## config.mk

```make
export PLATFORM = sky130hd
export DESIGN_NAME = ibuf_ram
export DESIGN_NICKNAME = d
export VERILOG_FILES = /design/src/hw/ibuf_pkg.sv /design/src/hw/ibuf_ram.sv
export SDC_FILE = /design/constraint.sdc
export NUM_CORES = 2
export LEC_CHECK = 0
export ABC_CLOCK_PERIOD_IN_PS = 13400
export BUFFER_PORTS_ARGS = -buffer_cell sky130_fd_sc_hd__buf_2
export CAP_MARGIN = 0
export CORE_MARGIN = 2
export CORE_UTILIZATION = 30
export CTS_BUF_LIST = sky130_fd_sc_hd__clkbuf_2 sky130_fd_sc_hd__clkbuf_4 sky130_fd_sc_hd__clkbuf_8
export DETAILED_ROUTE_END_ITERATION = 16
export PLACE_DENSITY_LB_ADDON = 0.12
export SKIP_CTS_REPAIR_TIMING = 1
export SLEW_MARGIN = 20
export SYNTH_ARGS = -nofsm -noshare
export SYNTH_HDL_FRONTEND = slang
export SYNTH_SLANG_ARGS = --single-unit
```

## constraint.sdc

```tcl
create_clock -name clk -period 13.4 [get_ports clk]
set_clock_uncertainty 0.15 [all_clocks]
set_input_delay 2.68 -clock clk [delete_from_list [all_inputs] [get_ports clk]]
set_output_delay 2.68 -clock clk [all_outputs]
set_load 0.005 [all_outputs]
```

## src/hw/ibuf_pkg.sv

```systemverilog
`default_nettype none

package ibuf_pkg;

    ////////////////////////////////////////////////////////////////////////////
    // field widths
    ////////////////////////////////////////////////////////////////////////////

    // pc and instruction word
    localparam int XLEN    = 32;
    // branch type plus predicted pc
    localparam int BRPRE_W = 34;
    // exception code
    localparam int ECODE_W = 8;
    // one whole instruction as seen by the output muxes
    localparam int ENTRY_W = XLEN + XLEN + BRPRE_W + ECODE_W;

    ////////////////////////////////////////////////////////////////////////////
    // queue geometry
    ////////////////////////////////////////////////////////////////////////////

    localparam int DEPTH       = 16;
    // pointers wrap naturally, DEPTH is a power of two
    localparam int PTR_W       = 4;
    // count runs 0..DEPTH, so one bit more than the pointers
    localparam int CNT_W       = 5;
    // room left for pairs already in flight from fetch
    localparam int FULL_MARGIN = 6;
    localparam int FULL_LEVEL  = DEPTH - FULL_MARGIN;

    ////////////////////////////////////////////////////////////////////////////
    // output source selects
    ////////////////////////////////////////////////////////////////////////////

    localparam int SEL_W = 2;

    // oldest and next-oldest stored entry
    localparam logic [SEL_W-1:0] SRC_Q0  = 2'd0;
    localparam logic [SEL_W-1:0] SRC_Q1  = 2'd1;
    // incoming lanes of this cycle
    localparam logic [SEL_W-1:0] SRC_IN1 = 2'd2;
    localparam logic [SEL_W-1:0] SRC_IN2 = 2'd3;

    // lane-valid codes, any other value means nothing valid
    localparam logic [1:0] LANE_BOTH = 2'b11;
    localparam logic [1:0] LANE_ONE  = 2'b10;

endpackage

`default_nettype wire

```

## src/hw/ibuf_ram.sv

```systemverilog
`default_nettype none

module ibuf_ram
    import ibuf_pkg::*;
(
    input  logic               clk,
    input  logic               rstn,
    input  logic               i_wr_en0,
    input  logic               i_wr_en1,
    input  logic               i_wr_skip,
    input  logic [PTR_W-1:0]   i_wr_addr0,
    input  logic [PTR_W-1:0]   i_wr_addr1,
    input  logic [PTR_W-1:0]   i_rd_addr0,
    input  logic [PTR_W-1:0]   i_rd_addr1,
    input  logic [XLEN-1:0]    i_pc1,
    input  logic [XLEN-1:0]    i_ir1,
    input  logic [BRPRE_W-1:0] i_brpre1,
    input  logic [ECODE_W-1:0] i_ecode1,
    input  logic [XLEN-1:0]    i_pc2,
    input  logic [XLEN-1:0]    i_ir2,
    input  logic [BRPRE_W-1:0] i_brpre2,
    input  logic [ECODE_W-1:0] i_ecode2,
    output logic [XLEN-1:0]    o_q0_pc,
    output logic [XLEN-1:0]    o_q0_ir,
    output logic [BRPRE_W-1:0] o_q0_brpre,
    output logic [ECODE_W-1:0] o_q0_ecode,
    output logic [XLEN-1:0]    o_q1_pc,
    output logic [XLEN-1:0]    o_q1_ir,
    output logic [BRPRE_W-1:0] o_q1_brpre,
    output logic [ECODE_W-1:0] o_q1_ecode
);

    // one array per field
    logic [XLEN-1:0]    pc_mem    [DEPTH];
    logic [XLEN-1:0]    ir_mem    [DEPTH];
    logic [BRPRE_W-1:0] brpre_mem [DEPTH];
    logic [ECODE_W-1:0] ecode_mem [DEPTH];

    // port 0 data, lane 2 when lane 1 was delivered
    logic [XLEN-1:0]    wr_pc0;
    logic [XLEN-1:0]    wr_ir0;
    logic [BRPRE_W-1:0] wr_brpre0;
    logic [ECODE_W-1:0] wr_ecode0;

    assign wr_pc0    = i_wr_skip ? i_pc2    : i_pc1;
    assign wr_ir0    = i_wr_skip ? i_ir2    : i_ir1;
    assign wr_brpre0 = i_wr_skip ? i_brpre2 : i_brpre1;
    assign wr_ecode0 = i_wr_skip ? i_ecode2 : i_ecode1;

    // port 1 only ever carries lane 2
    always_ff @(posedge clk) begin
        if (i_wr_en0) begin
            pc_mem[i_wr_addr0]    <= wr_pc0;
            ir_mem[i_wr_addr0]    <= wr_ir0;
            brpre_mem[i_wr_addr0] <= wr_brpre0;
            ecode_mem[i_wr_addr0] <= wr_ecode0;
        end
        if (i_wr_en1) begin
            pc_mem[i_wr_addr1]    <= i_pc2;
            ir_mem[i_wr_addr1]    <= i_ir2;
            brpre_mem[i_wr_addr1] <= i_brpre2;
            ecode_mem[i_wr_addr1] <= i_ecode2;
        end
    end

    // oldest two, read straight through
    assign o_q0_pc    = pc_mem[i_rd_addr0];
    assign o_q0_ir    = ir_mem[i_rd_addr0];
    assign o_q0_brpre = brpre_mem[i_rd_addr0];
    assign o_q0_ecode = ecode_mem[i_rd_addr0];
    assign o_q1_pc    = pc_mem[i_rd_addr1];
    assign o_q1_ir    = ir_mem[i_rd_addr1];
    assign o_q1_brpre = brpre_mem[i_rd_addr1];
    assign o_q1_ecode = ecode_mem[i_rd_addr1];

    // dual write must hit two slots, and never with lane 2 on both ports
    a_wr_distinct: assert property (@(posedge clk) disable iff (!rstn)
        (i_wr_en0 && i_wr_en1) |-> ((i_wr_addr0 != i_wr_addr1) && !i_wr_skip));

endmodule

`default_nettype wire

```

After elaboration in Yosys (flattened, before gate mapping):

Memory sizes are Yosys's and may differ from the RTL's.
Index checks and enable logic that the tools add are counted.
Widths: inputs -> output; s select.

* bits in registers: 0
* bits in latches: 0
* bits in writable memories: 1696
* ROM bits: 0
* bits of input ports: 233
* output and inout bits: 212
* word-level logic and storage cells: 12
* memories: 4

Memory list
* brpre_mem: depth 16, width 34, rd ports 2, clocked after Yosys merged registers in 0, write ports 2, line ibuf_ram.sv:36 `logic [BRPRE_W-1:0] brpre_mem [DEPTH];`
* ir_mem: depth 16, width 32, rd ports 2, clocked after Yosys merged registers in 0, write ports 2, line ibuf_ram.sv:35 `logic [XLEN-1:0] ir_mem [DEPTH];`
* pc_mem: depth 16, width 32, rd ports 2, clocked after Yosys merged registers in 0, write ports 2, line ibuf_ram.sv:34 `logic [XLEN-1:0] pc_mem [DEPTH];`
* ecode_mem: depth 16, width 8, rd ports 2, clocked after Yosys merged registers in 0, write ports 2, line ibuf_ram.sv:37 `logic [ECODE_W-1:0] ecode_mem [DEPTH];`

* add/sub/neg operators: 0
* multiply operators: 0
* div/mod/pow operators: 0
* $lt $le $gt $ge: 0
* equal/unequal tests: 0
* shift-type cells: 0
* mux-type cells: 8
* bitwise operators: 0
* reductions and logical operators: 0

Operator list (number)
* $mux 32: 2
* $mux 34: 1
* $mux 8: 1
* $mux 1: 4

Longest topological paths before layout:

* depth in word-level cells: 2
* gate-level depth with buffers: 7

Least setup slack after synthesis:

No wires, ideal clock.

* path type: input-to-reg
* from: in i_wr_addr0[3]
* to: mem brpre_mem[1][0] (enable)
* data arrival time: 10623 ps
* data required time: 12533 ps
* setup slack: 1909 ps
* stages on the path: 2
* buffers on the path: 0
* cell sequence: or3b_2 o21ai_0

RTL lines
* start: declaration: line ibuf_ram.sv:11 `input logic [PTR_W-1:0] i_wr_addr0,`
* end: declaration: line ibuf_ram.sv:36

Final worst setup path:

* from: in i_rd_addr1[1]
* to: out o_q1_pc[19]

* word-level cells in the longest chain between the ends: 1

RTL lines
* start: declaration: line ibuf_ram.sv:14 `input logic [PTR_W-1:0] i_rd_addr1,`
* $mem_v2 16x32
* end: declaration: line ibuf_ram.sv:27 `output logic [XLEN-1:0] o_q1_pc,`

Every way passes these cells.

==> out/qor.yml <==
status: "completed"
dieArea_um2: 330100
drive_gt1_share_pct: 60.03
initial_core_util_pct: 30.14
ys_ff_latch: 1696
critPathMaxFanout: 54
firstDrtPassIters: 5
final_area_um2: 110400
dp_cells: 9942
drv_slew: 0
multi_input_area_um2: 44080
setup_viol: 0
p_leak_nw: 35.56
place_area_um2: 104000
fin_tns_setup_ps: 0
rsz0062_at_grt: "false"
ys_warn_count: 0
synthToLayoutAreaGrowth_pct: 13.07
wl_met1_um: 167600
finalNetCount: 6188
num_vias: 60549
cts_made_buffers: 334
antenna_found_initial: 72
relSlewSlack_pct: 18.79
route.detailed.drc: 0
ir_drop_mv: 0.08008
core_area_um2: 324000
wl_met3_um: 27620
p_total_mw: 13.38
crit_path_end_kind: "output pin"
clk_path_buf_depth: 4
regArea_um2: 50930
netlist_area_um2: 97650
ys_seq_area_share_pct: 52.16
worst_pin_slew_ps: 1218
synth.avg_cell_area_um2: 17.05
grt_usage_pct: 22.92
top_layer: "met5"
fin_crit_sh_pct: 64.70
die_w_um: 574.5
crit_type: "input port to output pin"
arrival_ps: 5840
drv_cap: 0
cts.root.buffer_cell: "clkbuf_8"
viasPerCell: 5.745
crit_start: "i_rd_addr1[1]"
clkTransAtPathRegs_ps: 60
hold_path_class: "input port to register"
synth_fp_nets: 5961
wire_per_inst_um: 36.66
ant_nets: 0
dr.first_iter.drc_count: 5530
port_buffers: 443
fillers: 31190
finalNonFillerCells: 10540
synth_cells: 5728
cts_tree: "yes"
ys_types: 27
grt_pass1_wl_um: 532300
htree_levels: 5
layout_setup_ws_ps: 4730
dp_slack_ps: 4757
powerDensity_nw_per_um2: 121.2
min_from: "i_pc2[24]"
dp_hpwl_um: 204700
die_h_um: 574.5
place.gp.congestion: 0.7354
required_ps: 10570
wl_met2_um: 181000
hold_viol_final: 0
startpoint_type: "input port"
rows: 209
grt_pass1_vias: 64530
clock_sinks: 1696
io_pins: 445
period_needed_ps: 8670
fmax_mhz: 115.3
grt.overflow.total: 0
wl_um: 386400
grt_max_degree: 117
logic make-up (layout without fill, tap and decap cells):
family                 Yosys count  after routing  synth area share (%)
AO/OA/AOI/OAI                  440            440                 3.356
other                            0             18                     0
buffers and inverters          690           1159                 3.073
multiplexers                  2650           2650                 40.34
flip-flops                    1696           1696                 52.16
AND/OR/NAND/NOR                252            252                 1.078
flip-flops by register name, summed over array words and instances, names as in the netlist:
signal and cells:
brpre_mem 544, ecode_mem 128, ir_mem 512, pc_mem 512
power by group:
group / leakage (nW) / switching (mW) / total [mW] / internal (mW)
clock network: 3.31 / 2.46 / 5.22 / 2.76
logic: 16.9 / 1.07 / 1.94 / 0.864
registers: 15.4 / 0.0864 / 6.22 / 6.13
layout by cell type, fill, tap and decap left out, types with 6 or more instances in the layout:
master / n
clkinv_1: 76
mux4_2: 848
o21ai_4: 6
buf_4: 110
inv_8: 6
mux2_1: 59
clkinvlp_4: 9
buf_2: 438
clkinv_2: 14
edfxtp_1: 1696
o22ai_4: 9
diode_2: 18
clkbuf_8: 342
buf_12: 27
mux2_2: 1743
a22oi_1: 424
nand2_1: 214
clkbuf_4: 123
nor2_4: 11
worst max-delay path, cell delays in order:
cell and delay [ps]:
buf_8 460, buf_4 770, buf_4 680, mux4_2 410
a22oi_1 370, nand2_1 150, buf_2 160
final cells by class:
type | count | area share, %
antenna | 18 | 0.04080
multi-input combinational | 3342 | 39.93
sequential | 1696 | 46.13
clock buffer | 465 | 5.100
timing repair buffer | 581 | 3.316
tap | 4325 | 4.901
clock inverter | 113 | 0.5859
routing by layer:
metal  track usage (%)  vias to the layer above
met5                 0                        -
met4             5.983                       42
met2             36.99                     2265
li1                  -                    24376
met1             31.26                    33236
met3             4.837                      630
synthesized netlist by cell type (all sizes together):
cell | count | area, um^2
nor3b | 1 | 12.51
or2 | 1 | 6.260
and2 | 2 | 12.51
nor2b | 5 | 31.28
edfxtp | 1696 | 50930
or3 | 2 | 12.51
buf | 284 | 1476
a22oi | 424 | 3183
nand2 | 215 | 807.0
nand3 | 2 | 15.01
mux4 | 848 | 19100
mux2 | 1802 | 20290
nand2b | 7 | 43.79
o21bai | 1 | 7.510
or3b | 1 | 8.760
o22ai | 9 | 56.30
clkbuf | 406 | 1524
nor2 | 12 | 47.55
nand3b | 4 | 55.05
o21ai | 6 | 30.03
path summary, 6_finish.rpt:
check	endpoint	slack, ps	cells after the start
worst min-delay path	pc_mem[4][24]	2030	2
worst max-delay path	o_q1_pc[19]	4730	7
stage by stage:
stage	util, %	hold WS, ps
floorplan	-	2751
global route	34.07	1983
detailed placement	32.11	3066
global placement	32.11	3050
finish	34.08	2033
CTS	34.05	1899
Power figures use the tool's default switching activity.
