<file path="src/hw/ibuf_pkg.sv">
`default_nettype none

package ibuf_pkg;

    ////////////////////////////////////////////////////////////////////////////
    // field widths
    ////////////////////////////////////////////////////////////////////////////

    // pc and instruction word
    localparam int XLEN    = 32;
    // branch type plus predicted pc
    localparam int BRPRE_W = 34;
    // exception code
    localparam int ECODE_W = 8;
    // one whole instruction as seen by the output muxes
    localparam int ENTRY_W = XLEN + XLEN + BRPRE_W + ECODE_W;

    ////////////////////////////////////////////////////////////////////////////
    // queue geometry
    ////////////////////////////////////////////////////////////////////////////

    localparam int DEPTH       = 16;
    // pointers wrap naturally, DEPTH is a power of two
    localparam int PTR_W       = 4;
    // count runs 0..DEPTH, so one bit more than the pointers
    localparam int CNT_W       = 5;
    // room left for pairs already in flight from fetch
    localparam int FULL_MARGIN = 6;
    localparam int FULL_LEVEL  = DEPTH - FULL_MARGIN;

    ////////////////////////////////////////////////////////////////////////////
    // output source selects
    ////////////////////////////////////////////////////////////////////////////

    localparam int SEL_W = 2;

    // oldest and next-oldest stored entry
    localparam logic [SEL_W-1:0] SRC_Q0  = 2'd0;
    localparam logic [SEL_W-1:0] SRC_Q1  = 2'd1;
    // incoming lanes of this cycle
    localparam logic [SEL_W-1:0] SRC_IN1 = 2'd2;
    localparam logic [SEL_W-1:0] SRC_IN2 = 2'd3;

    // lane-valid codes, any other value means nothing valid
    localparam logic [1:0] LANE_BOTH = 2'b11;
    localparam logic [1:0] LANE_ONE  = 2'b10;

endpackage

`default_nettype wire

</file>
<file path="src/hw/ibuf_ctrl.sv">
`default_nettype none

module ibuf_ctrl
    import ibuf_pkg::*;
(
    input  logic             clk,
    input  logic             rstn,
    input  logic [1:0]       i_valid,
    input  logic             i_stall,
    input  logic             i_flush,
    output logic             o_wr_en0,
    output logic             o_wr_en1,
    output logic             o_wr_skip,
    output logic [PTR_W-1:0] o_wr_addr0,
    output logic [PTR_W-1:0] o_wr_addr1,
    output logic [PTR_W-1:0] o_rd_addr0,
    output logic [PTR_W-1:0] o_rd_addr1,
    output logic [SEL_W-1:0] o_sel1,
    output logic [SEL_W-1:0] o_sel2,
    output logic             o_load,
    output logic [1:0]       o_out_valid,
    output logic             o_full
);

    // head is the next write slot, tail the oldest stored entry
    logic [PTR_W-1:0] head;
    logic [PTR_W-1:0] tail;
    logic [CNT_W-1:0] count;

    logic [1:0]       n_in;
    logic [CNT_W-1:0] avail;
    logic [1:0]       n_deliv;
    logic [1:0]       q_share;
    logic [1:0]       in_share;
    logic [1:0]       take_q;
    logic [1:0]       take_in;
    logic [1:0]       n_store;
    logic             go;

    // does the named source hold an instruction this cycle
    function automatic logic src_exists(
        input logic [SEL_W-1:0] sel,
        input logic [CNT_W-1:0] stored,
        input logic [1:0]       incoming
    );
        case (sel)
            SRC_Q0:  src_exists = (stored >= CNT_W'(1));
            SRC_Q1:  src_exists = (stored >= CNT_W'(2));
            SRC_IN1: src_exists = (incoming >= 2'd1);
            default: src_exists = (incoming == 2'd2);
        endcase
    endfunction

    // flush wins over stall
    assign go = !i_stall && !i_flush;

    // incoming count from the lane code
    always_comb begin
        case (i_valid)
            LANE_BOTH: n_in = 2'd2;
            LANE_ONE:  n_in = 2'd1;
            default:   n_in = 2'd0;
        endcase
    end

    ////////////////////////////////////////////////////////////////////////////
    // ordering split
    ////////////////////////////////////////////////////////////////////////////

    // at most two go to decode, oldest first
    assign avail    = count + CNT_W'(n_in);
    assign n_deliv  = (avail >= CNT_W'(2)) ? 2'd2 : avail[1:0];
    // queue comes first, lanes fill what is left
    assign q_share  = (count >= CNT_W'(2)) ? 2'd2 : count[1:0];
    assign in_share = n_deliv - q_share;

    // stall delivers nothing, so every lane is stored
    assign take_q   = go ? q_share : 2'd0;
    assign take_in  = go ? in_share : 2'd0;
    // flushed inputs are dropped
    assign n_store  = i_flush ? 2'd0 : (n_in - take_in);

    // write steering
    assign o_wr_en0   = (n_store != 2'd0);
    assign o_wr_en1   = (n_store == 2'd2);
    // lane 1 went out, lane 2 lands on port 0
    assign o_wr_skip  = (take_in == 2'd1);
    assign o_wr_addr0 = head;
    assign o_wr_addr1 = head + PTR_W'(1);
    assign o_rd_addr0 = tail;
    assign o_rd_addr1 = tail + PTR_W'(1);

    // slot 1 takes the oldest, slot 2 the one after it
    assign o_sel1 = (count != '0) ? SRC_Q0 : SRC_IN1;
    assign o_sel2 = (count >= CNT_W'(2)) ? SRC_Q1 :
                    (count == CNT_W'(1)) ? SRC_IN1 : SRC_IN2;

    // nothing to hand over keeps the old data
    assign o_load      = go && (n_deliv != 2'd0);
    assign o_out_valid = (n_deliv == 2'd2) ? LANE_BOTH :
                         (n_deliv == 2'd1) ? LANE_ONE  : 2'b00;

    ////////////////////////////////////////////////////////////////////////////
    // pointers, count, almost full
    ////////////////////////////////////////////////////////////////////////////

    always_ff @(posedge clk) begin
        if (!rstn) begin
            head   <= '0;
            tail   <= '0;
            count  <= '0;
            o_full <= 1'b0;
        end else begin
            // looks at the count held before this edge
            o_full <= (count >= CNT_W'(FULL_LEVEL));
            if (i_flush) begin
                head  <= '0;
                tail  <= '0;
                count <= '0;
            end else begin
                head  <= head + PTR_W'(n_store);
                tail  <= tail + PTR_W'(take_q);
                count <= count + CNT_W'(n_store) - CNT_W'(take_q);
            end
        end
    end

    // fetch ignored o_full long enough to overrun the queue
    a_no_overflow: assert property (@(posedge clk) disable iff (!rstn)
        (count + CNT_W'(n_store) - CNT_W'(take_q)) <= CNT_W'(DEPTH));

    // output muxes never pick an empty source
    a_sel_valid: assert property (@(posedge clk) disable iff (!rstn)
        o_load |-> (src_exists(o_sel1, count, n_in) &&
                    ((n_deliv != 2'd2) || src_exists(o_sel2, count, n_in))));

endmodule

`default_nettype wire

</file>
<file path="config.mk">
export PLATFORM = sky130hd
export DESIGN_NAME = ibuf_ctrl
export DESIGN_NICKNAME = d
export VERILOG_FILES = /design/src/hw/ibuf_pkg.sv /design/src/hw/ibuf_ctrl.sv
export SDC_FILE = /design/constraint.sdc
export NUM_CORES = 1
export LEC_CHECK = 0
export BUFFER_PORTS_ARGS = -buffer_cell sky130_fd_sc_hd__buf_2
export CORE_AREA = 10 10 62 64
export CTS_CLUSTER_SIZE = 25
export DETAILED_ROUTE_END_ITERATION = 8
export DIE_AREA = 0 0 72 74
export PLACE_DENSITY_LB_ADDON = 0.1
export SKIP_LAST_GASP = 1
export SLEW_MARGIN = 20
export SYNTH_ARGS = -nofsm -noshare
export SYNTH_HDL_FRONTEND = slang
export SYNTH_SLANG_ARGS = --single-unit
</file>
<file path="constraint.sdc">
create_clock -name clk -period 6.6 [get_ports clk]
set_input_delay 0.99 -clock clk [delete_from_list [all_inputs] [get_ports clk]]
set_output_delay 0.99 -clock clk [all_outputs]
set_load 0.1 [all_outputs]
</file>
; Word level (Yosys, flattened, before mapping)
; Cells that the tools add are included.
[op_classes]
n_addsub = 9
magnitude_cmp = 3
eq_ne = 7
mux = 11
bitwise = 1
reduce_logical = 8
[op_table]
columns = operator, n
row1 = $mux 2, 9
row2 = $add 5x2->5, 2
row3 = $ge 5x2->1 const B, 2
row4 = $add 4x1->4 const B, 2
row5 = $add 4x2->4, 2
row6 = $eq 2x2->1 const B, 4
row7 = $eq 5x1->1 const B, 1
row8 = $ge 5x4->1 const B, 1
row9 = $reduce_bool 5->1, 1
row10 = $sub 5x2->5, 1
row11 = $eq 2x1->1 const B, 2
row12 = $pmux 2 s2, 1
row13 = $reduce_bool 2->1, 2
row14 = $sub 2x2->2, 2
row15 = $logic_and 1x1->1, 2
row16 = $logic_not 1->1, 2
row17 = $reduce_or 2->1, 1
row18 = $mux 1, 1
row19 = $not 1->1, 1
[word_totals]
ff_bits = 14
in_bits = 6
output_inout_bits = 27
wordCells = 43

; Depth between registers and ports, before layout
; Gate-level depths: netlist (run 1).
[depth]
depth_word = 11
ltp_mapped = 22
ltp_nobuf = 22

; Least setup slack after synthesis (run 1)
; Ideal clock, no wire load.
[synth_timing]
path_type = input port to output port
startpoint = in i_valid[1]
endpoint = out o_wr_en1
t_arrival_ns = 6.505
required_ns = 5.610
setup_slack_ns = -0.895
path_stages = 14
path_buffers = 0
cell_sequence = nor2b_1 > ha_1 > inv_1 > fa_1 > nand3b_1 > o21ai_2 > and2_2 > nand2_1 > ha_1 > nor3_1 > ha_1 > xor2_1 > nor4_2 > nor4b_1
[synth_via]
elab_chain_len = 10
word_cells_on_any_way = 11
classes_between = 3 x add/sub / 1 x order compare / 3 x eq/ne / 4 x mux
[synth_rtl]
columns = element, line_no
row1 = "start, declared", ibuf_ctrl.sv:8  ; input logic [1:0] i_valid,
row2 = $eq 2x2->1, ibuf_ctrl.sv:59  ; case (i_valid)
row3 = $pmux 2 s2 *, ibuf_ctrl.sv:59
row4 = $add 5x2->5, ibuf_ctrl.sv:71  ; assign avail = count + CNT_W'(n_in);
row5 = $ge 5x2->1, ibuf_ctrl.sv:72  ; assign n_deliv = (avail >= CNT_W'(2)) ? 2'd2 : avail[1:0];
row6 = $mux 2, ibuf_ctrl.sv:72
row7 = $sub 2x2->2, ibuf_ctrl.sv:75  ; assign in_share = n_deliv - q_share;
row8 = $mux 2, ibuf_ctrl.sv:79  ; assign take_in = go ? in_share : 2'd0;
row9 = $sub 2x2->2 *, ibuf_ctrl.sv:81  ; assign n_store = i_flush ? 2'd0 : (n_in - take_in);
row10 = $mux 2 *, ibuf_ctrl.sv:81
row11 = $eq 2x2->1 *, ibuf_ctrl.sv:85  ; assign o_wr_en1 = (n_store == 2'd2);
row12 = "end, declared", ibuf_ctrl.sv:12  ; output logic o_wr_en1,
; Every way passes the cells marked *; elsewhere a longest branch is shown, timed or not.

; Worst setup path in the final report (run 1)
[layout_timing]
startpoint = in i_valid[1]
endpoint = reg count[4]
[layout_via]
elab_chain_len = 11
word_cells_on_any_way = 12
classes_between = 5 x add/sub / 1 x order compare / 2 x eq/ne / 4 x mux
[layout_rtl]
columns = element, line_no
row1 = $eq 2x2->1, ibuf_ctrl.sv:59
row2 = $pmux 2 s2 *, ibuf_ctrl.sv:59
row3 = $add 5x2->5, ibuf_ctrl.sv:71
row4 = $ge 5x2->1, ibuf_ctrl.sv:72
row5 = $mux 2, ibuf_ctrl.sv:72
row6 = $sub 2x2->2, ibuf_ctrl.sv:75
row7 = $mux 2, ibuf_ctrl.sv:79
row8 = $sub 2x2->2 *, ibuf_ctrl.sv:81
row9 = $mux 2 *, ibuf_ctrl.sv:81
row10 = $add 5x2->5 *, ibuf_ctrl.sv:123  ; count <= count + CNT_W'(n_store) - CNT_W'(take_q);
row11 = $sub 5x2->5 *, ibuf_ctrl.sv:123
row12 = "end signal, assigned", ibuf_ctrl.sv:123
row13 = "end, declared", ibuf_ctrl.sv:28  ; logic [CNT_W-1:0] count;
; Marked as above.
; A chain may end at the register's enable or synchronous reset.

==> impl_results.md, run 1 <==
- Synth unique cells: 43
- Total I/O pin count: 33
- Die Ht: 74 um
- Final Skew: 0.00969 ns
- P per Cell Area: 417 mW/mm^2
- Fin util: 0.583
- Post-Syn Nets: 184
- Crit-path max cell delay: 0.53 ns
- Wire per inst: 13.1 um
- Largest net degree at the start of global routing: 13
- Vias per cell: 5.06
- Max Cap Viol: 0
- Synth warn: 0
- Most crowded layer after global routing: met2
- Deepest clock path buffer count: 2
- Layout Nets: 216
- Gates resized, CTS repair: 0
- Initial core utilization: 0.504
- Layout cells sized above 1: 0.264
- Hold Path Class: reg2reg
- Critical path type: in2reg
- First-pass GRT wire length: 4.82 mm
- Drt first pass iters: 4
- CP delay by family, top: adder cells
- CTS H-Tree Depth: 1
- CP Data Required Time: 6.77 ns
- Core area: 0.00266 sq mm
- Clock slew at reported path FFs: 0.09 ns
- Post-synth EDFFs: 0
- CTS tree: yes
- Asr flop ratio synth: 0
- Status: complete, no violations
- Critical path startpoint category: primary input
- Row cnt: 19
- Register area share after synthesis: 0.209
- RSZ-0062 raised after global routing: false
- Dpl hpwl: 2.35 mm
- Layout area overhead: 15.8%
- CP Capture Type: register
- Mapped Cells: 151
- Slowest stage cell, crit path: fa_1
- Final setup vio count: 0
- DRC: 0
- Peak Freq: 181 MHz
- Final TNS setup: 0 ns
- Critical path fanouts, max: 4
- Die X: 72 um
- Avg Cell Area, Syn: 8.88 sq um
- Diodes inserted: 0
- Crit path arrival time: 5.71 ns
- Final Hold Fails: 0
- CTS hold repair buffers: 0
- Vias in the first global route: 1100
- Flops & latches, synth: 14
- Final Max Tran Viols: 0
- Met1 usage: 0.128
- CTS buffer count: 3
- Final WL: 2.78 mm
- GPL Wtd Cong: 0.834
- PnR Total Power: 0.000647 W
- Placed Area: 0.00152 sq mm
- Die area: 0.00533 sq mm
- 1st-iter DRT viols: 43
- Fill cell count: 267
- Total congestion overflow: 0
- DR vias: 1077
- GR Util met3: 0.0306
- Antenna violations before repair: 0
- Post-synth top flop: dfxtp_1
- Post-CTS setup buffer count: 0
- CP Cell Sequence: buf_2 > nor2b_1 > ha_1 > inv_1 > fa_1 > nand3b_1 > o21ai_2 > and2_2 > nand2_1 > ha_1 > nor3_1 > ha_1 > xor2_1 > nor4_2 > or3_1 > fa_1 > inv_1 > fa_1 > a21oi_1 > nor2_1 > nor2_1 > xnor2_1 > nor2_1
- Met2 usage: 0.188
- GRT Total Usage: 0.112
- Minimum clock period: 5.53 ns
- Buf/Inv on CP: 3
- Mapped cell area: 0.00134 sq mm
- IO Port Bufs: 31
- Leak: 0.780 nW
- Clk Tree Root Cell: clkbuf_4
- CTS Sinks: 14
- VDD IR max: 0.000360 V
- Final Cell Area: 0.00155 sq mm
- Post-detailed-route count of antenna-violating nets: 0
- Final period utilization: 0.839
- Skew-Pair Late Insertion Delay: 0.30 ns
## per-stage QoR
stage          worst slack, ns  instances  hold slack, ns
2_1_floorplan            0.498        151           0.539
3_3_place_gp             0.860        209           0.541
3_5_place_dp             0.713        209           0.552
4_1_cts                   1.03        213           0.577
5_1_grt                  0.663        213           0.643
6_report                  1.07        213           0.571
## state kept, by name (all words and copies together) (netlist names)
register	cells
count	5
o_full	1
o_wr_addr0	4
o_rd_addr0	4
## power by group
part / switching [W] / total [W] / internal, W
Clock: 0.0000309 / 0.0000646 / 0.0000337
Sequential: 0.0000154 / 0.000110 / 0.0000947
Combinational: 0.000350 / 0.000472 / 0.000122
## synth_stat cells (2+ instances only)
master   instances  area share
a21oi_1          4       0.015
nor2b_1          8       0.037
a21o_1           2       0.011
buf_4            2       0.011
xnor2_1          7       0.046
nor3_1           3       0.011
nand2_1          3      0.0084
ha_1            22        0.21
xor2_1           6       0.039
o21ai_0          3       0.011
nor2_1          16       0.045
and2_1           6       0.028
fa_1             5       0.075
inv_1           21       0.059
nand3_1          2      0.0075
dfxtp_1         14        0.21
## area by class of cell
cell class | instances | area, sq um | share of cell area
multi-input cells | 112 | 963 | 0.620
flip-flops and latches | 14 | 280 | 0.180
repair buffers | 31 | 155 | 0.0999
inverters | 21 | 78.8 | 0.0508
well taps | 31 | 38.8 | 0.0250
clock buffers | 4 | 36.3 | 0.0234
## layer usage
metal | wire, um | vias to the layer above
met2 | 1280 | 22
li1 | - | 557
met3 | 149 | 5
met5 | 0 | -
met1 | 1290 | 493
met4 | 57 | 0
## worst register-to-register path, cell delays in order (launching register included)
cell and delay (ns):
dfxtp_1 0.43, ha_1 0.23, inv_1 0.07, fa_1 0.53, nand3b_1 0.10, o21ai_2 0.18
and2_2 0.19, nand2_1 0.10, ha_1 0.28, nor3_1 0.18, ha_1 0.20, xor2_1 0.30
nor4_2 0.10, or3_1 0.45, fa_1 0.53, inv_1 0.06, fa_1 0.46, a21oi_1 0.17
nor2_1 0.05, nor2_1 0.11, xnor2_1 0.13, nor2_1 0.05
## logic make-up (layout without fill, tap and decap cells)
kind of cell    Yosys count  after routing  share of synthesized area
xor+xnor                 13             13                     0.0849
buf+inv                  25             56                     0.0812
fa+ha+maj                27             27                      0.280
compound gates           20             20                      0.122
other cells               1              1                    0.00280
simple gates             51             51                      0.220
flops                    14             14                      0.209
## cell usage in the layout, fill, tap and decap left out, types with 2 or more instances in the layout
cell and instances:
inv_1 21, nor3_1 3, o21ai_0 3, a21oi_1 4, a211oi_2 2, nand3_1 2, ha_1 22, nor2_1 16
a21o_1 2, buf_2 31, and2_1 6, nor2b_1 8, xor2_1 6, nand2_1 3, clkbuf_4 3, dfxtp_1 14
xnor2_1 7, fa_1 5
## path summary, 6_finish.rpt
check	from	to	slack (ns)	cells past startpoint
setup reg to reg	count[0]	count[4]	1.59	21
hold / removal	o_wr_addr0[3]	o_wr_addr0[3]	0.57	2
setup / recovery	i_valid[1]	count[4]	1.07	23
hold reg to reg	o_wr_addr0[3]	o_wr_addr0[3]	0.57	2
(Power assumes the default switching activity.)
==> run 2, diff against run 1 <==
--- a/config.mk
+++ b/config.mk
@@ -6,10 +6,10 @@
 export NUM_CORES = 1
 export LEC_CHECK = 0
 export BUFFER_PORTS_ARGS = -buffer_cell sky130_fd_sc_hd__buf_2
-export CORE_AREA = 10 10 62 64
+export CORE_AREA = 10 10 64 66
 export CTS_CLUSTER_SIZE = 25
 export DETAILED_ROUTE_END_ITERATION = 8
-export DIE_AREA = 0 0 72 74
+export DIE_AREA = 0 0 74 76
 export PLACE_DENSITY_LB_ADDON = 0.1
 export SKIP_LAST_GASP = 1
 export SLEW_MARGIN = 20
==> constraint.sdc (replaced) <==
create_clock -name clk -period 4.7 [get_ports clk]
set_input_delay 0.705 -clock clk [delete_from_list [all_inputs] [get_ports clk]]
set_output_delay 0.705 -clock clk [all_outputs]
set_load 0.1 [all_outputs]
==> run 2 against run 1 <==
The run now ends with setup timing left. Highest routed layer unchanged. Global-route usage increased by 0.24 points. Critical path type unchanged. Register-to-register slack got worse by 1.3 ns. Total power increased by 65%. Utilization increased by 7.2 points. Hold slack got worse by 0.011 ns. Sequential share of layout area decreased by 3.4 points. Clock-buffer cell count decreased by 1. Non-clock buffer count increased by 25. Die area increased by 5.6%.
==> impl_results.md, run 2 (same netlist as run 1, synthesis figures left out) <==
- Status: finished, violations left (was complete, no violations)
- Failing checks: setup timing
- Most common cell after layout, fill and taps aside: buf_2 (unchanged)
- Final Cell Area: 0.00192 sq mm (was 0.00155 sq mm)
- Layout area overhead: 43.1% (was 15.8%)
- Crit path arrival time: 4.87 ns (was 5.71 ns)
- Leak: 0.936 nW (was 0.780 nW)
- Reg with most FFs: count (unchanged)
- Vias per cell: 4.92 (was 5.06)
- CP Capture Type: register (unchanged)
- IO Port Bufs: 31 (unchanged)
- 1st-iter DRT viols: 38 (was 43)
- P per Cell Area: 556 mW/mm^2 (was 417 mW/mm^2)
- Placed Area: 0.00178 sq mm (was 0.00152 sq mm)
- Max Cap Viol: 0 (unchanged)
- Minimum clock period: 4.72 ns
- Clk Tree Root Cell: clkbuf_4 (unchanged)
- Diodes inserted: 0 (unchanged)
- Pre-CTS setup slack: -0.400 ns (was 0.713 ns)
- Critical path startpoint category: primary input (unchanged)
- DR vias: 1175 (was 1077)
- Peak Freq: 212 MHz
- Total I/O pin count: 33 (unchanged)
- FF-to-FF path depth: 22 (was 21)
- Initial core utilization: 0.458 (was 0.504)
- Die Ht: 76 um (was 74 um)
- CP Data Required Time: 4.86 ns (was 6.77 ns)
- GRT Total Usage: 0.114 (was 0.112)
- CP Launch Point: i_valid[0] (was i_valid[1])
- VDD IR max: 0.000735 V (was 0.000360 V)
- CTS H-Tree Depth: 1 (unchanged)
- Setup ws final: -0.0170 ns (was 1.07 ns)
- Deepest clock path buffer count: 2 (unchanged)
- PnR Total Power: 0.00107 W (was 0.000647 W)
- Dpl hpwl: 2.55 mm (was 2.35 mm)
- Critical path fanouts, max: 3 (was 4)
- Vias in the first global route: 1243 (was 1100)
- Hold Path Depth: 2 (unchanged)
- Largest net degree at the start of global routing: 13 (unchanged)
- Hold Path Class: reg2reg (unchanged)
- Commonest non-fill, non-tap cells in the layout: buf_2 (27), buf_4 (25), inv_1 (19) (was buf_2 (31), ha_1 (22), inv_1 (21))
- Critical path type: in2reg (unchanged)
- CTS buffer count: 3 (unchanged)
- GPL Wtd Cong: 0.770 (was 0.834)
- CTS tree: yes (unchanged)
- Final WL: 3.15 mm (was 2.78 mm)
- Final Max Tran Viols: 0 (unchanged)
- Max FFs per register: 5 (unchanged)
- Wire per inst: 13.2 um (was 13.1 um)
- Post-detailed-route count of antenna-violating nets: 0 (unchanged)
- Core area: 0.00293 sq mm (was 0.00266 sq mm)
- Reg2reg start: count[0] (unchanged)
- First-pass GRT wire length: 5.39 mm (was 4.82 mm)
- Final setup vio count: 1 (was 0)
- Die X: 74 um (was 72 um)
- Skew-Pair Late Insertion Delay: 0.27 ns (was 0.30 ns)
- DRC: 0 (unchanged)
- Drt first pass iters: 4 (unchanged)
- WHS: 0.560 ns (was 0.571 ns)
- RSZ-0062 raised after global routing: true (was false)
- Layout Nets: 241 (was 216)
- Clock slew at reported path FFs: 0.08 ns (was 0.09 ns)
- Final Skew: 0.00154 ns (was 0.00969 ns)
- Final Hold Fails: 0 (unchanged)
- CTS hold repair buffers: 0 (unchanged)
- Die area: 0.00562 sq mm (was 0.00533 sq mm)
- Row cnt: 20 (was 19)
- Antenna violations before repair: 0 (unchanged)
- CTS Sinks: 14 (unchanged)
- Fin util: 0.656 (was 0.583)
- Hold Startpoint: o_rd_addr0[3] (was o_wr_addr0[3])
- Final period utilization: 1.00
- Layout cells sized above 1: 0.427 (was 0.264)
- Total congestion overflow: 0 (unchanged)
run 2: changes by cell type in the layout (fill, tap and decap cells not counted), sizes merged:
| cell | before | now |
|---|---|---|
| buf | 31 | 56 |
| clkbuf | 4 | 3 |
run 2: power by group:
group / switching [W] / internal [W]
sequential: 0.0000168 / 0.000133
combinational: 0.000550 / 0.000302
clock: 0.0000358 / 0.0000297
run 2: path summary, 6_finish.rpt:
check | to | slack [ns]
worst min-delay path | o_rd_addr0[3] | 0.56
worst min register to register | o_rd_addr0[3] | 0.56
worst max register to register | count[4] | 0.25
worst max-delay path | count[4] | -0.02
run 2: per-stage QoR:
step / setup TNS (ns) / std cells
floorplan: -0.112 / 151
global placement: -0.546 / 228
detailed placement: -0.980 / 228
CTS: 0 / 233
global route: -0.313 / 239
finish: -0.0170 / 239
run 2: final cells by class:
cell class | count | area (sq um)
clock buffers | 3 | 22.5
fillers | 263 | 1010
inverters | 21 | 78.8
multi-input cells | 112 | 1110
flip-flops and latches | 14 | 280
well taps | 33 | 41.3
repair buffers | 56 | 389
run 2: metal layers:
layer | GRT usage | wire length (um) | vias to the layer above
li1 | - | - | 603
met1 | 0.134 | 1370 | 547
met2 | 0.204 | 1640 | 21
met3 | 0.0182 | 107 | 4
met4 | 0.0280 | 27 | 0
met5 | 0 | 0 | -
run 2: worst max-delay path, stage by stage:
cell       delay (ns)
buf_8            0.10
nor2b_4          0.13
ha_4             0.15
inv_2            0.04
fa_1             0.55
buf_4            0.11
nand4bb_2        0.10
o21ai_2          0.09
and2_4           0.18
nand2_4          0.06
ha_4             0.21
nor3_4           0.25
ha_4             0.20
xor2_4           0.19
nor4_4           0.05
or3_4            0.35
fa_1             0.52
inv_2            0.06
fa_2             0.35
a21oi_2          0.13
nor2_1           0.05
nor2_1           0.12
xnor2_1          0.12
nor2_1           0.05
run 2: what timing repair did:
action                     in CTS  in global routing
gates resized for setup         4                  5
setup endpoints to repair       2                  2
setup buffers                   2                  6
gates cloned                    0                  0
pin swaps                       3                 15
==> run 3, diff against run 2 <==
==> constraint.sdc (replaced) <==
create_clock -name clk -period 4.3 [get_ports clk]
set_input_delay 0.645 -clock clk [delete_from_list [all_inputs] [get_ports clk]]
set_output_delay 0.645 -clock clk [all_outputs]
set_load 0.1 [all_outputs]
==> run 3 against run 2 <==
The run still ends with setup timing left. Largest power group unchanged. Critical endpoint unchanged. Final cell count is 0.84% lower. Total power up 13%. First-iteration DRC count is 42% higher. Utilization increased by 0.47 points. Critical path depth shrank 1. Non-clock buffer count decreased by 3. Sequential cell count is the same.
==> impl_results.md, run 3 (same netlist as run 1, synthesis figures left out) <==
- Core area: 0.00293 sq mm (unchanged)
- Pre-CTS setup slack: -0.615 ns (was -0.400 ns)
- P per Cell Area: 621 mW/mm^2 (was 556 mW/mm^2)
- Max FFs per register: 5 (unchanged)
- First-pass GRT wire length: 5.58 mm (was 5.39 mm)
- Reg with most FFs: count (unchanged)
- Drt first pass iters: 4 (unchanged)
- Peak Freq: 220 MHz
- DRC: 0 (unchanged)
- Clk Tree Root Cell: clkbuf_4 (unchanged)
- Antenna violations before repair: 0 (unchanged)
- Final Skew: 0.00874 ns (was 0.00154 ns)
- Layout cells sized above 1: 0.426 (was 0.427)
- Setup ws final: -0.248 ns (was -0.0170 ns)
- DR vias: 1184 (was 1175)
- Minimum clock period: 4.55 ns
- Initial core utilization: 0.458 (unchanged)
- Diodes inserted: 0 (unchanged)
- Status: finished, violations left (unchanged)
- Placed Area: 0.00184 sq mm (was 0.00178 sq mm)
- Largest net degree at the start of global routing: 11 (was 13)
- Final WL: 3.36 mm (was 3.15 mm)
- CP Launch Point: i_valid[0] (unchanged)
- Reg2reg start: count[0] (unchanged)
- CTS Sinks: 14 (unchanged)
- Total congestion overflow: 0 (unchanged)
- Max Cap Viol: 0 (unchanged)
- CTS H-Tree Depth: 1 (unchanged)
- Layout area overhead: 44.1% (was 43.1%)
- Die X: 74 um (unchanged)
- CTS buffer count: 3 (unchanged)
- Fill cell count: 255 (was 263)
- Critical path type: in2reg (unchanged)
- GRT Total Usage: 0.120 (was 0.114)
- Most common cell after layout, fill and taps aside: buf_2 (unchanged)
- Commonest non-fill, non-tap cells in the layout: buf_2 (26), buf_4 (21), inv_1 (19) (was buf_2 (27), buf_4 (25), inv_1 (19))
- CP Capture Type: register (unchanged)
- Vias in the first global route: 1284 (was 1243)
- Hold Path Class: reg2reg (unchanged)
- Total I/O pin count: 33 (unchanged)
- Skew-Pair Late Insertion Delay: 0.29 ns (was 0.27 ns)
- IO Port Bufs: 31 (unchanged)
- Vias per cell: 5.00 (was 4.92)
- RSZ-0062 raised after global routing: true (unchanged)
- Dpl hpwl: 2.83 mm (was 2.55 mm)
- CTS tree: yes (unchanged)
- Final Hold Fails: 0 (unchanged)
- Leak: 0.937 nW (was 0.936 nW)
- Die area: 0.00562 sq mm (unchanged)
- Final Cell Area: 0.00193 sq mm (was 0.00192 sq mm)
- Die Ht: 76 um (unchanged)
- GPL Wtd Cong: 0.778 (was 0.770)
- Final setup vio count: 3 (was 1)
- Hold Startpoint: o_rd_addr0[3] (unchanged)
- Clock slew at reported path FFs: 0.09 ns (was 0.08 ns)
- Layout Nets: 238 (was 241)
- Storage cell area: 280 sq um (unchanged)
- Row cnt: 20 (unchanged)
- 1st-iter DRT viols: 54 (was 38)
- Critical path startpoint category: primary input (unchanged)
- Post-detailed-route count of antenna-violating nets: 0 (unchanged)
- Deepest clock path buffer count: 2 (unchanged)
- Wire per inst: 14.2 um (was 13.2 um)
- Final period utilization: 1.06
- Final Max Tran Viols: 0 (unchanged)
- Multi-input gate area: 0.00111 sq mm (about the same)
- CP Data Required Time: 4.48 ns (was 4.86 ns)
- Crit path arrival time: 4.73 ns (was 4.87 ns)
- Failing checks: setup timing (unchanged)
- VDD IR max: 0.000690 V (was 0.000735 V)
- Critical path fanouts, max: 3 (unchanged)
-- run 3: per-stage QoR --
step | instances | power [W] | utilization | hold slack, ns | setup TNS, ns
after floorplan | 151 | 0.000872 | - | 0.539 | -1.45
after global placement | 232 | 0.00105 | 0.628 | 0.539 | -1.66
after detailed placement | 232 | 0.00108 | 0.628 | 0.546 | -1.95
after CTS | 238 | 0.00122 | 0.664 | 0.575 | -0.585
after global routing | 237 | 0.00128 | 0.660 | 0.605 | -1.53
final | 237 | 0.00120 | 0.660 | 0.573 | -0.441
-- run 3: cell type report --
cell class	instances	area share
well taps	33	0.0214
multi-input cells	112	0.577
clock buffers	4	0.0188
repair buffers	53	0.197
flip-flops and latches	14	0.145
inverters	21	0.0408
-- run 3: final timing paths --
check	end	slack, ns	cells after the start
max reg2reg	count[4]	-0.04	21
min reg2reg	o_rd_addr0[3]	0.57	2
max	count[4]	-0.25	23
min	o_rd_addr0[3]	0.57	2
-- run 3: worst max-delay path, cell delays in order --
cell	delay [ns]
buf_6	0.10
nor2b_4	0.13
ha_4	0.15
inv_2	0.04
fa_1	0.57
nand3b_1	0.10
o21ai_2	0.14
and2_4	0.17
nand2_4	0.06
ha_4	0.21
nor3_4	0.15
ha_4	0.19
xor2_4	0.19
nor4_4	0.07
or3_4	0.41
fa_1	0.50
inv_2	0.06
fa_2	0.36
a21oi_2	0.13
nor2_1	0.05
nor2_1	0.11
xnor2_1	0.13
nor2_1	0.05
-- run 3: routing by layer --
layer | GRT usage | share of wire
met5 | 0 | 0
met4 | 0.0280 | 0.0080
met3 | 0.0247 | 0.054
met2 | 0.216 | 0.52
met1 | 0.136 | 0.42
-- run 3: power by group --
group	switching [W]	leakage [nW]	internal, W	total [W]
sequential	0.0000172	0.114	0.000145	0.000163
clock	0.0000472	0.0210	0.0000517	0.0000989
combinational	0.000612	0.802	0.000327	0.000939
-- run 3: what timing repair did --
action                                 in CTS  in global routing
pin swaps                                   7                  5
endpoints found under the hold margin       0                  0
setup buffers                               3                  1
gates resized for setup                     8                  0
setup endpoints to repair                   5                  6
hold buffers                                0                  0
